### config.mk
export PLATFORM = sky130hd
export DESIGN_NAME = wfd_top
export DESIGN_NICKNAME = d
export VERILOG_FILES = /design/src/wfd_pkg.sv /design/src/chan_stream_if.sv /design/src/event_builder.sv /design/src/rx_switch.sv /design/src/sync_fifo.sv /design/src/trigger_manager.sv /design/src/wfd_top.sv
export VERILOG_INCLUDE_DIRS = /design/src
export SDC_FILE = /design/constraint.sdc
export NUM_CORES = 1
export LEC_CHECK = 0
export BUFFER_PORTS_ARGS = -buffer_cell sky130_fd_sc_hd__buf_2
export CORE_UTILIZATION = 35
export DETAILED_ROUTE_END_ITERATION = 7
export HOLD_SLACK_MARGIN = 0.03
export PLACE_DENSITY = 0.53
export SLEW_MARGIN = 20
export SYNTH_ARGS = -nofsm -noshare
export SYNTH_HDL_FRONTEND = slang
export SYNTH_SLANG_ARGS = --single-unit
### constraint.sdc
create_clock -name clk125 -period 7.6 [get_ports clk125]
set_input_delay 0 -clock clk125 [delete_from_list [all_inputs] [get_ports clk125]]
set_output_delay 0 -clock clk125 [all_outputs]
set_load 0.005 [all_outputs]
### src/wfd_config.svh
// wfd master configuration macros for widths, channel count, fifo depths and markers
`ifndef WFD_CONFIG_SVH
`define WFD_CONFIG_SVH

// number of channel fpgas, one serial link each
`define WFD_NUM_CHAN 2

// data path widths
`define WFD_FILL_W 24   // fill number
`define WFD_CHAN_W 32   // channel readout word
`define WFD_DAQ_W  64   // amc13 event data word

// buffering
`define WFD_FILL_FIFO_DEPTH 4   // fills queued between trigger and builder
`define WFD_DAQ_FIFO_DEPTH  8   // words ahead of the daq link

// event framing markers, top byte of header and trailer
`define WFD_HEADER_MARK  8'hA5
`define WFD_TRAILER_MARK 8'h5A

`endif

### src/wfd_pkg.sv
// wfd master shared types for fill numbers, channel words, daq words and builder states
`include "wfd_config.svh"

package wfd_pkg;

    // fill number handed from trigger manager to event builder
    typedef logic [`WFD_FILL_W-1:0] fill_num_t;

    // channel index, also carried as stream tid
    typedef logic [$clog2(`WFD_NUM_CHAN)-1:0] chan_id_t;

    // one word of a channel readout stream
    typedef logic [`WFD_CHAN_W-1:0] chan_data_t;

    // word toward the daq link, flags ride with the data
    typedef struct packed {
        logic                  header;   // first word of an event
        logic                  trailer;  // last word of an event
        logic [`WFD_DAQ_W-1:0] data;
    } daq_word_t;

    // event builder fsm
    typedef enum logic [1:0] {
        ST_IDLE    = 2'd0,  // waiting for a fill number
        ST_HEADER  = 2'd1,  // header word out
        ST_PAYLOAD = 2'd2,  // channel words out
        ST_TRAILER = 2'd3   // trailer word out
    } builder_state_t;

endpackage

### src/chan_stream_if.sv
// channel readout stream, valid/ready handshake with packet end and channel tag
`timescale 1ns/1ps

interface chan_stream_if;

    logic                  tvalid;  // source has a word
    logic                  tready;  // sink takes it this cycle
    logic                  tlast;   // final word of the packet
    wfd_pkg::chan_data_t   tdata;
    wfd_pkg::chan_id_t     tid;     // which channel the word came from

    // producer side
    modport source (
        output tvalid, tlast, tdata, tid,
        input  tready
    );

    // consumer side
    modport sink (
        input  tvalid, tlast, tdata, tid,
        output tready
    );

endinterface

### src/event_builder.sv
// event builder, frames each fill for the daq link as header, tagged payload and trailer
`timescale 1ns/1ps
`include "wfd_config.svh"

module event_builder import wfd_pkg::*; (
    input  logic      clk,
    input  logic      rst,
    input  logic      fill_valid,     // fill number fifo head
    input  fill_num_t fill_num,
    output logic      fill_ready,     // pop
    chan_stream_if.sink merged,       // merged channel packets
    output logic      daq_out_valid,
    output daq_word_t daq_out,
    input  logic      daq_out_ready,  // daq fifo has room
    output logic      busy            // holds off new triggers
);

    localparam int LC_W = $clog2(`WFD_NUM_CHAN + 1);

    builder_state_t  state;
    fill_num_t       fill_q;     // fill being framed
    logic [31:0]     word_cnt;   // payload words so far
    logic [LC_W-1:0] last_cnt;   // packets finished so far
    logic            pay_xfer;
    logic            out_xfer;

    assign fill_ready = (state == ST_IDLE);
    assign busy       = (state != ST_IDLE);  // pop through trailer write

    // payload moves only when the daq side can take it
    assign merged.tready = (state == ST_PAYLOAD) && daq_out_ready;
    assign pay_xfer      = merged.tvalid && merged.tready;
    assign out_xfer      = daq_out_valid && daq_out_ready;

    // output word formed from state
    always_comb begin
        daq_out_valid = 1'b0;
        daq_out       = '0;
        case (state)
            ST_HEADER: begin
                daq_out_valid  = 1'b1;
                daq_out.header = 1'b1;
                daq_out.data   = {`WFD_HEADER_MARK, fill_q, 32'd0};
            end
            ST_PAYLOAD: begin
                daq_out_valid = merged.tvalid;
                daq_out.data  = {8'(merged.tid), fill_q, merged.tdata};  // tag with channel
            end
            ST_TRAILER: begin
                daq_out_valid   = 1'b1;
                daq_out.trailer = 1'b1;
                daq_out.data    = {`WFD_TRAILER_MARK, fill_q, word_cnt};
            end
            default: begin
                daq_out_valid = 1'b0;  // idle, nothing out
            end
        endcase
    end

    always_ff @(posedge clk) begin
        if (rst) begin
            state    <= ST_IDLE;
            last_cnt <= '0;
        end else begin
            case (state)
                ST_IDLE: begin
                    if (fill_valid) begin
                        state    <= ST_HEADER;
                        last_cnt <= '0;
                    end
                end
                ST_HEADER: begin
                    if (out_xfer)
                        state <= ST_PAYLOAD;
                end
                ST_PAYLOAD: begin
                    if (pay_xfer && merged.tlast) begin
                        last_cnt <= last_cnt + 1'b1;
                        if (last_cnt == LC_W'(`WFD_NUM_CHAN - 1))
                            state <= ST_TRAILER;  // every channel in
                    end
                end
                ST_TRAILER: begin
                    if (out_xfer)
                        state <= ST_IDLE;
                end
                default: state <= ST_IDLE;
            endcase
        end
    end

    // fill number and word count, restarted on each pop
    always_ff @(posedge clk) begin
        if (state == ST_IDLE && fill_valid) begin
            fill_q   <= fill_num;
            word_cnt <= '0;
        end else if (pay_xfer) begin
            word_cnt <= word_cnt + 1'b1;
        end
    end

    // a word is either the event start or the event end
    assert property (@(posedge clk) disable iff (rst)
        daq_out_valid |-> !(daq_out.header && daq_out.trailer));

endmodule

### src/rx_switch.sv
// round robin packet arbiter merging channel streams into one tagged stream
`timescale 1ns/1ps
`include "wfd_config.svh"

module rx_switch import wfd_pkg::*; (
    input  logic   clk,
    input  logic   rst,
    chan_stream_if.sink   chan_in [`WFD_NUM_CHAN],
    chan_stream_if.source merged
);

    localparam int N = `WFD_NUM_CHAN;

    logic [N-1:0] in_valid;
    logic [N-1:0] in_last;
    chan_data_t   in_data [N];
    chan_id_t     in_id   [N];
    chan_id_t     grant;      // input currently forwarded
    chan_id_t     grant_nxt;  // round robin successor
    logic         pkt_open;   // between first word and tlast
    logic         xfer;

    // flatten the interface array, only the granted input sees ready
    for (genvar i = 0; i < N; i++) begin : g_port
        assign in_valid[i]      = chan_in[i].tvalid;
        assign in_last[i]       = chan_in[i].tlast;
        assign in_data[i]       = chan_in[i].tdata;
        assign in_id[i]         = chan_in[i].tid;
        assign chan_in[i].tready = merged.tready && (grant == chan_id_t'(i));
    end

    // straight pass-through of the granted input
    assign merged.tvalid = in_valid[grant];
    assign merged.tlast  = in_last[grant];
    assign merged.tdata  = in_data[grant];
    assign merged.tid    = in_id[grant];

    assign xfer      = merged.tvalid && merged.tready;
    assign grant_nxt = (grant == chan_id_t'(N - 1)) ? '0 : grant + 1'b1;

    always_ff @(posedge clk) begin
        if (rst) begin
            grant    <= '0;
            pkt_open <= 1'b0;
        end else begin
            if (xfer)
                pkt_open <= !merged.tlast;  // single word packet never opens
            if (xfer && merged.tlast)
                grant <= grant_nxt;         // packet done, next in turn
            else if (!pkt_open && !in_valid[grant])
                grant <= grant_nxt;         // nothing here, keep looking
        end
    end

    // a packet stays on one input until its tlast goes through
    assert property (@(posedge clk) disable iff (rst)
        (pkt_open && !(xfer && merged.tlast)) |=> $stable(grant));

endmodule

### src/sync_fifo.sv
// single clock fifo with valid/ready on both sides, payload type set by parameter
`timescale 1ns/1ps

module sync_fifo import wfd_pkg::*; #(
    parameter type payload_t = fill_num_t,
    parameter int  DEPTH     = 4
) (
    input  logic     clk,
    input  logic     rst,
    input  logic     in_valid,
    input  payload_t in_data,
    output logic     in_ready,
    output logic     out_valid,
    output payload_t out_data,
    input  logic     out_ready
);

    localparam int PTR_W = (DEPTH > 1) ? $clog2(DEPTH) : 1;
    localparam int CNT_W = $clog2(DEPTH + 1);

    payload_t   mem [DEPTH];  // storage
    logic [PTR_W-1:0] wr_ptr;
    logic [PTR_W-1:0] rd_ptr;
    logic [CNT_W-1:0] count;  // words held
    logic       wr_en;
    logic       rd_en;
    logic       full;

    assign full      = (count == CNT_W'(DEPTH));
    assign in_ready  = !full;
    assign out_valid = (count != '0);
    assign out_data  = mem[rd_ptr];  // head word sits until popped
    assign wr_en     = in_valid && in_ready;
    assign rd_en     = out_valid && out_ready;

    always_ff @(posedge clk) begin
        if (rst) begin
            wr_ptr <= '0;
            rd_ptr <= '0;
            count  <= '0;
        end else begin
            if (wr_en)
                wr_ptr <= (wr_ptr == PTR_W'(DEPTH - 1)) ? '0 : wr_ptr + 1'b1;
            if (rd_en)
                rd_ptr <= (rd_ptr == PTR_W'(DEPTH - 1)) ? '0 : rd_ptr + 1'b1;
            case ({wr_en, rd_en})
                2'b10:   count <= count + 1'b1;
                2'b01:   count <= count - 1'b1;
                default: count <= count;  // idle or both at once
            endcase
        end
    end

    always_ff @(posedge clk) begin
        if (wr_en)
            mem[wr_ptr] <= in_data;
    end

    // an accepted write never lands on a word still waiting to be read
    assert property (@(posedge clk) disable iff (rst)
        (wr_en && (count != '0)) |-> (wr_ptr != rd_ptr));

endmodule

### src/trigger_manager.sv
// trigger manager, sends go to the channels, numbers each fill and waits for channel done
`timescale 1ns/1ps
`include "wfd_config.svh"

module trigger_manager import wfd_pkg::*; (
    input  logic                     clk,
    input  logic                     rst,
    input  logic                     trigger,     // acquisition trigger pulse
    input  logic                     busy,        // event builder still framing a fill
    input  logic [`WFD_NUM_CHAN-1:0] chan_done,   // level per channel
    output logic [`WFD_NUM_CHAN-1:0] acq_trigs,   // go pulse to every channel
    output logic                     fill_valid,  // push into fill fifo
    output fill_num_t                fill_num,
    input  logic                     fill_ready
);

    logic                     waiting;    // fill in progress
    logic [`WFD_NUM_CHAN-1:0] done_seen;  // sticky done within the fill
    fill_num_t                fill_cnt;   // number for the next fill
    logic                     accept;
    logic                     all_done;

    assign accept = trigger && !waiting && !busy && fill_ready;

    // done from the previous fill is still up while go is out, skip that cycle
    assign all_done = waiting && !(|acq_trigs) && (&(done_seen | chan_done));

    always_ff @(posedge clk) begin
        if (rst) begin
            waiting    <= 1'b0;
            done_seen  <= '0;
            acq_trigs  <= '0;
            fill_valid <= 1'b0;
            fill_cnt   <= fill_num_t'(1);  // first fill is number 1
        end else begin
            acq_trigs  <= {`WFD_NUM_CHAN{accept}};  // one cycle go
            fill_valid <= accept;                   // push lands with go
            if (accept) begin
                waiting   <= 1'b1;
                done_seen <= '0;
                fill_cnt  <= fill_cnt + 1'b1;
            end else if (all_done) begin
                waiting <= 1'b0;                    // idle next cycle
            end else if (waiting && !(|acq_trigs)) begin
                done_seen <= done_seen | chan_done;
            end
        end
    end

    // number of the accepted fill, pushed together with go
    always_ff @(posedge clk) begin
        if (accept)
            fill_num <= fill_cnt;
    end

    // go must stay a single cycle pulse
    assert property (@(posedge clk) disable iff (rst)
        (|acq_trigs) |=> !(|acq_trigs));

endmodule

### src/wfd_top.sv
// wfd master acquisition path, trigger to event words for the amc13 daq link
`timescale 1ns/1ps
`include "wfd_config.svh"

module wfd_top import wfd_pkg::*; (
    input  logic                     clk125,
    input  logic                     rst,
    input  logic                     trigger,
    output logic [`WFD_NUM_CHAN-1:0] acq_trigs,   // go to channel fpgas
    input  logic [`WFD_NUM_CHAN-1:0] chan_done,
    input  logic                     c0_tvalid,   // channel 0 readout
    input  logic                     c0_tlast,
    input  chan_data_t               c0_tdata,
    output logic                     c0_tready,
    input  logic                     c1_tvalid,   // channel 1 readout
    input  logic                     c1_tlast,
    input  chan_data_t               c1_tdata,
    output logic                     c1_tready,
    output logic                     daq_valid,   // amc13 event data
    output logic                     daq_header,
    output logic                     daq_trailer,
    output logic [`WFD_DAQ_W-1:0]    daq_data,
    input  logic                     daq_ready
);

    logic      tm_fill_valid, tm_fill_ready;    // tm to fill fifo
    fill_num_t tm_fill_num;
    logic      eb_fill_valid, eb_fill_ready;    // fill fifo to builder
    fill_num_t eb_fill_num;
    logic      busy;
    logic      eb_daq_valid, eb_daq_ready;      // builder to daq fifo
    daq_word_t eb_daq_word;
    daq_word_t daq_word;

    chan_stream_if chan_s [`WFD_NUM_CHAN] ();   // channel inputs
    chan_stream_if merged_s ();                 // arbiter to builder

    assign chan_s[0].tvalid = c0_tvalid;
    assign chan_s[0].tlast  = c0_tlast;
    assign chan_s[0].tdata  = c0_tdata;
    assign chan_s[0].tid    = chan_id_t'(0);
    assign c0_tready        = chan_s[0].tready;
    assign chan_s[1].tvalid = c1_tvalid;
    assign chan_s[1].tlast  = c1_tlast;
    assign chan_s[1].tdata  = c1_tdata;
    assign chan_s[1].tid    = chan_id_t'(1);
    assign c1_tready        = chan_s[1].tready;

    trigger_manager tm_inst (
        .clk(clk125), .rst(rst), .trigger(trigger), .busy(busy),
        .chan_done(chan_done), .acq_trigs(acq_trigs),
        .fill_valid(tm_fill_valid), .fill_num(tm_fill_num), .fill_ready(tm_fill_ready)
    );

    sync_fifo #(.payload_t(fill_num_t), .DEPTH(`WFD_FILL_FIFO_DEPTH)) fill_fifo_inst (
        .clk(clk125), .rst(rst),
        .in_valid(tm_fill_valid), .in_data(tm_fill_num), .in_ready(tm_fill_ready),
        .out_valid(eb_fill_valid), .out_data(eb_fill_num), .out_ready(eb_fill_ready)
    );

    rx_switch rx_switch_inst (.clk(clk125), .rst(rst), .chan_in(chan_s), .merged(merged_s));

    event_builder eb_inst (
        .clk(clk125), .rst(rst),
        .fill_valid(eb_fill_valid), .fill_num(eb_fill_num), .fill_ready(eb_fill_ready),
        .merged(merged_s),
        .daq_out_valid(eb_daq_valid), .daq_out(eb_daq_word), .daq_out_ready(eb_daq_ready),
        .busy(busy)
    );

    sync_fifo #(.payload_t(daq_word_t), .DEPTH(`WFD_DAQ_FIFO_DEPTH)) daq_fifo_inst (
        .clk(clk125), .rst(rst),
        .in_valid(eb_daq_valid), .in_data(eb_daq_word), .in_ready(eb_daq_ready),
        .out_valid(daq_valid), .out_data(daq_word), .out_ready(daq_ready)
    );

    // split the daq word into link signals
    assign daq_header  = daq_word.header;
    assign daq_trailer = daq_word.trailer;
    assign daq_data    = daq_word.data;

endmodule
==> impl_metrics.toml <==
[floorplan]
die_area_mm2 = 0.0812
die_y_um = 285
boundaryPins = 145
rows = 103
start_util_pct = 35.4
chipWidth_um = 285
core_mm2 = 0.0791

[critical_path]
cp_cell_sequence = "ha_1 -> buf_4 -> nor3_1 -> nor2_1 -> buf_4 -> nand3_1 -> nor3_2 -> buf_4 -> buf_4"
cp.arrival_ps = 4050
crit_buf_inv = 4
path_delay_family = "buffers and inverters"
crit_fanout = 33
worst-path-stages = 9
r2r-start = "eb_inst.state[1]"
cp-end-kind = "flip-flop"
startpoint_type = "flip-flop"
required_ps = 7840
r2r_setup_slack_ps = 3790
slowest_stage = "buf_4"
r2r_cells = 9
cpPeakStageDelay_ps = 550
r2r_end = "daq_fifo_inst.mem[1][14]"
crit_type = "reg -> reg"
cpMostUsedCell = "buf_4"

[yosys]
synth_top_area_cell = "edfxtp_1"
synth-seq-area-share_pct = 72.2
syn-instance-count = 1565
yosysWarningCount = 0
syn_avg_cell_area_um2 = 17.9
ys.flop_type = "edfxtp_1"
synthArstFlopShare_pct = 0
synth_top_area_share_pct = 66.0
netlist_area_mm2 = 0.0280
ys_seq_elements = 702
synthDistinctLibCells = 53
synth_edf_count = 616
synth_fp_nets = 1660
yosys-top-cells-area = "edfxtp_1 (66%), mux4_2 (11%), dfxtp_1 (6.1%), mux2_2 (2.6%), a21oi_1 (1.6%)"

[hold_path]
hold_depth = 5
min_delay_worst_endpoint = "daq_fifo_inst.mem[5][13]"
hp-class = "in -> reg"
hp-start = "c1_tdata[13]"

[place]
gp_congestion = 0.749
io_buffers = 144
placed_cells = 2689
hpwl_mm = 35.6

[cts]
cts-root-buf = "clkbuf_16"
clock_path_buffers = 3
htreeDepth = 3
post_cts_resized = 0
clkSinkCount = 702
numCtsBuffers = 72
cts_setup_buffers = 0
worst_setup_hold_path_clk_slew_ps = 60
clock_latency_ps = 620
cts_tree = "yes"

[sta]
fin_skew_ps = 21.3
rsz0062_at_grt = "no"
hold_ws_ps = 143
setup_tns_ps = 0
setup_viol = 0
hold_violations = 0
period_needed_ps = 3810
worst_pin_slew_ps = 1090
timing.final.crit_share_pct = 50.1
slew-limit-headroom_pct = 27.6
fmax_mhz = 262
final_max_slew_viol_count = 0

[power]
power_uw = 9590
power_density_mw_per_mm2 = 297
ir_drop_v = 0.000186
power.leakage_uw = 0.0103

[flow_run]
max-cap-violations = 0

[routing]
first_pass_iters = 5
drt.antenna.violating_nets = 0
first_iter_violations = 1041
detail_route.wl_per_cell_um = 21.2
viasPerCell = 5.13
drt_wl_total_mm = 60.0
via_count = 14500
drc = 0

[layout]
layout_commonest_cell = "edfxtp_1"
fin_util_pct = 40.8
area_growth_pct = 15.2
multi_input_area_mm2 = 0.00736
nets = 1817
drive_gt1_share_pct = 28.0
regArea_mm2 = 0.0202
final_cells = 2827
fill_cells = 7175
most-common-layout-cells = "edfxtp_1 (616), buf_2 (143), mux4_2 (142)"

[global_route]
track_usage_pct = 14.8
first_global_vias = 15000
grt_max_degree = 82
overflow = 0
grt_antenna_before_repair = 0
grt_pass1_wl_mm = 91.0

[status]
status = "finished, final reports clean"
==> worst max path at each step <==
stage	startpoint	endpoint	slack [ps]
floorplan	eb_inst.state[1]	daq_fifo_inst.mem[2][0]	1450
global placement	eb_inst.state[1]	daq_fifo_inst.mem[7][49]	3540
detailed placement	eb_inst.state[1]	daq_fifo_inst.mem[7][51]	3460
CTS	eb_inst.state[1]	daq_fifo_inst.mem[7][51]	3430
global route	eb_inst.state[1]	daq_fifo_inst.mem[1][17]	3500
finish	eb_inst.state[1]	daq_fifo_inst.mem[1][14]	3790
==> sequential cells by signal, summed over array words and instances (netlist names), 3 cells and up, named ones only <==
| name | count |
|---|---|
| daq_fifo_inst.mem | 472 |
| tm_inst.fill_cnt | 24 |
| tm_inst.fill_num | 24 |
| daq_fifo_inst.wr_ptr | 3 |
| fill_fifo_inst.count | 3 |
| eb_inst.fill_q | 24 |
| eb_inst.word_cnt | 32 |
| daq_fifo_inst.rd_ptr | 3 |
| fill_fifo_inst.mem | 96 |
| daq_fifo_inst.count | 4 |
==> cell families (layout without fill, tap and decap cells) <==
family	Yosys count	after routing	synth area share (%)
AO/OA/AOI/OAI	159	159	3.26
XOR/XNOR	15	15	0.469
adder cells (fa/ha/maj)	21	21	0.965
buffers and inverters	115	326	1.77
flip-flops	702	702	72.2
multiplexers	243	243	15.3
other	0	1	0
AND/OR/NAND/NOR	310	310	6.06
==> report_power, final <==
| group | internal [uW] | switching, uW | leakage, uW | total, uW |
|---|---|---|---|---|
| sequential | 4590 | 144 | 0.00642 | 4730 |
| clock | 1940 | 1430 | 0.00109 | 3370 |
| combinational | 605 | 880 | 0.00280 | 1490 |
| total | 7130 | 2450 | 0.0103 | 9590 |
==> through the flow <==
stage                     worst slack, ps  area, um2
after global placement               3540      29900
after global routing                 3500      32300
after detailed placement             3460      29900
after CTS                            3430      32200
after floorplan                      1450      28000
final                                3790      32300
==> metal layers <==
metal | track usage (%) | wire length (um) | up-vias
met4 | 4.63 | 1260 | 0
met2 | 24.3 | 29100 | 308
met1 | 20.1 | 27100 | 7508
met3 | 2.52 | 2530 | 92
li1 | - | - | 6597
met5 | 0 | 0 | -
==> cell type report <==
cell class / instances / area share [%]
flip-flops and latches: 702 / 62.7
inverters: 18 / 0.213
well taps: 1050 / 4.07
diodes: 1 / 0.00775
clock buffers: 96 / 6.02
repair buffers: 180 / 3.28
clock inverters: 32 / 0.942
multi-input cells: 748 / 22.8
==> Yosys cell counts, types with 9 or more instances <==
cell type    n
or4_1       30
inv_1       17
buf_1       18
nand4_1     21
nand3_1     29
mux2i_1     37
mux4_2     142
ha_1        20
nand2_1     29
dfxtp_1     86
buf_4        9
o31ai_1     26
nor2_1      94
and2_1      27
edfxtp_1   616
buf_2       12
xor2_1      12
mux2_2      64
clkbuf_1    56
o21ai_0     25
and3_1      10
and4_1      10
nor3_1      14
a21oi_1     91
or3_1       14
==> what timing repair did <==
action | 4_1_cts | 5_1_grt
endpoints found under the setup margin | 0 | 0
hold buffers | 7 | 1
endpoints found under the hold margin | 11 | 43
==> worst register-to-register path, delay by kind of cell (launching register included) <==
kind                       cells  cell delay [ps]
adders and majority gates      1              470
buffers and inverters          4             1750
DFF                            1              400
and+or+nand+nor                4              770
Power figures use the tool's default switching activity.
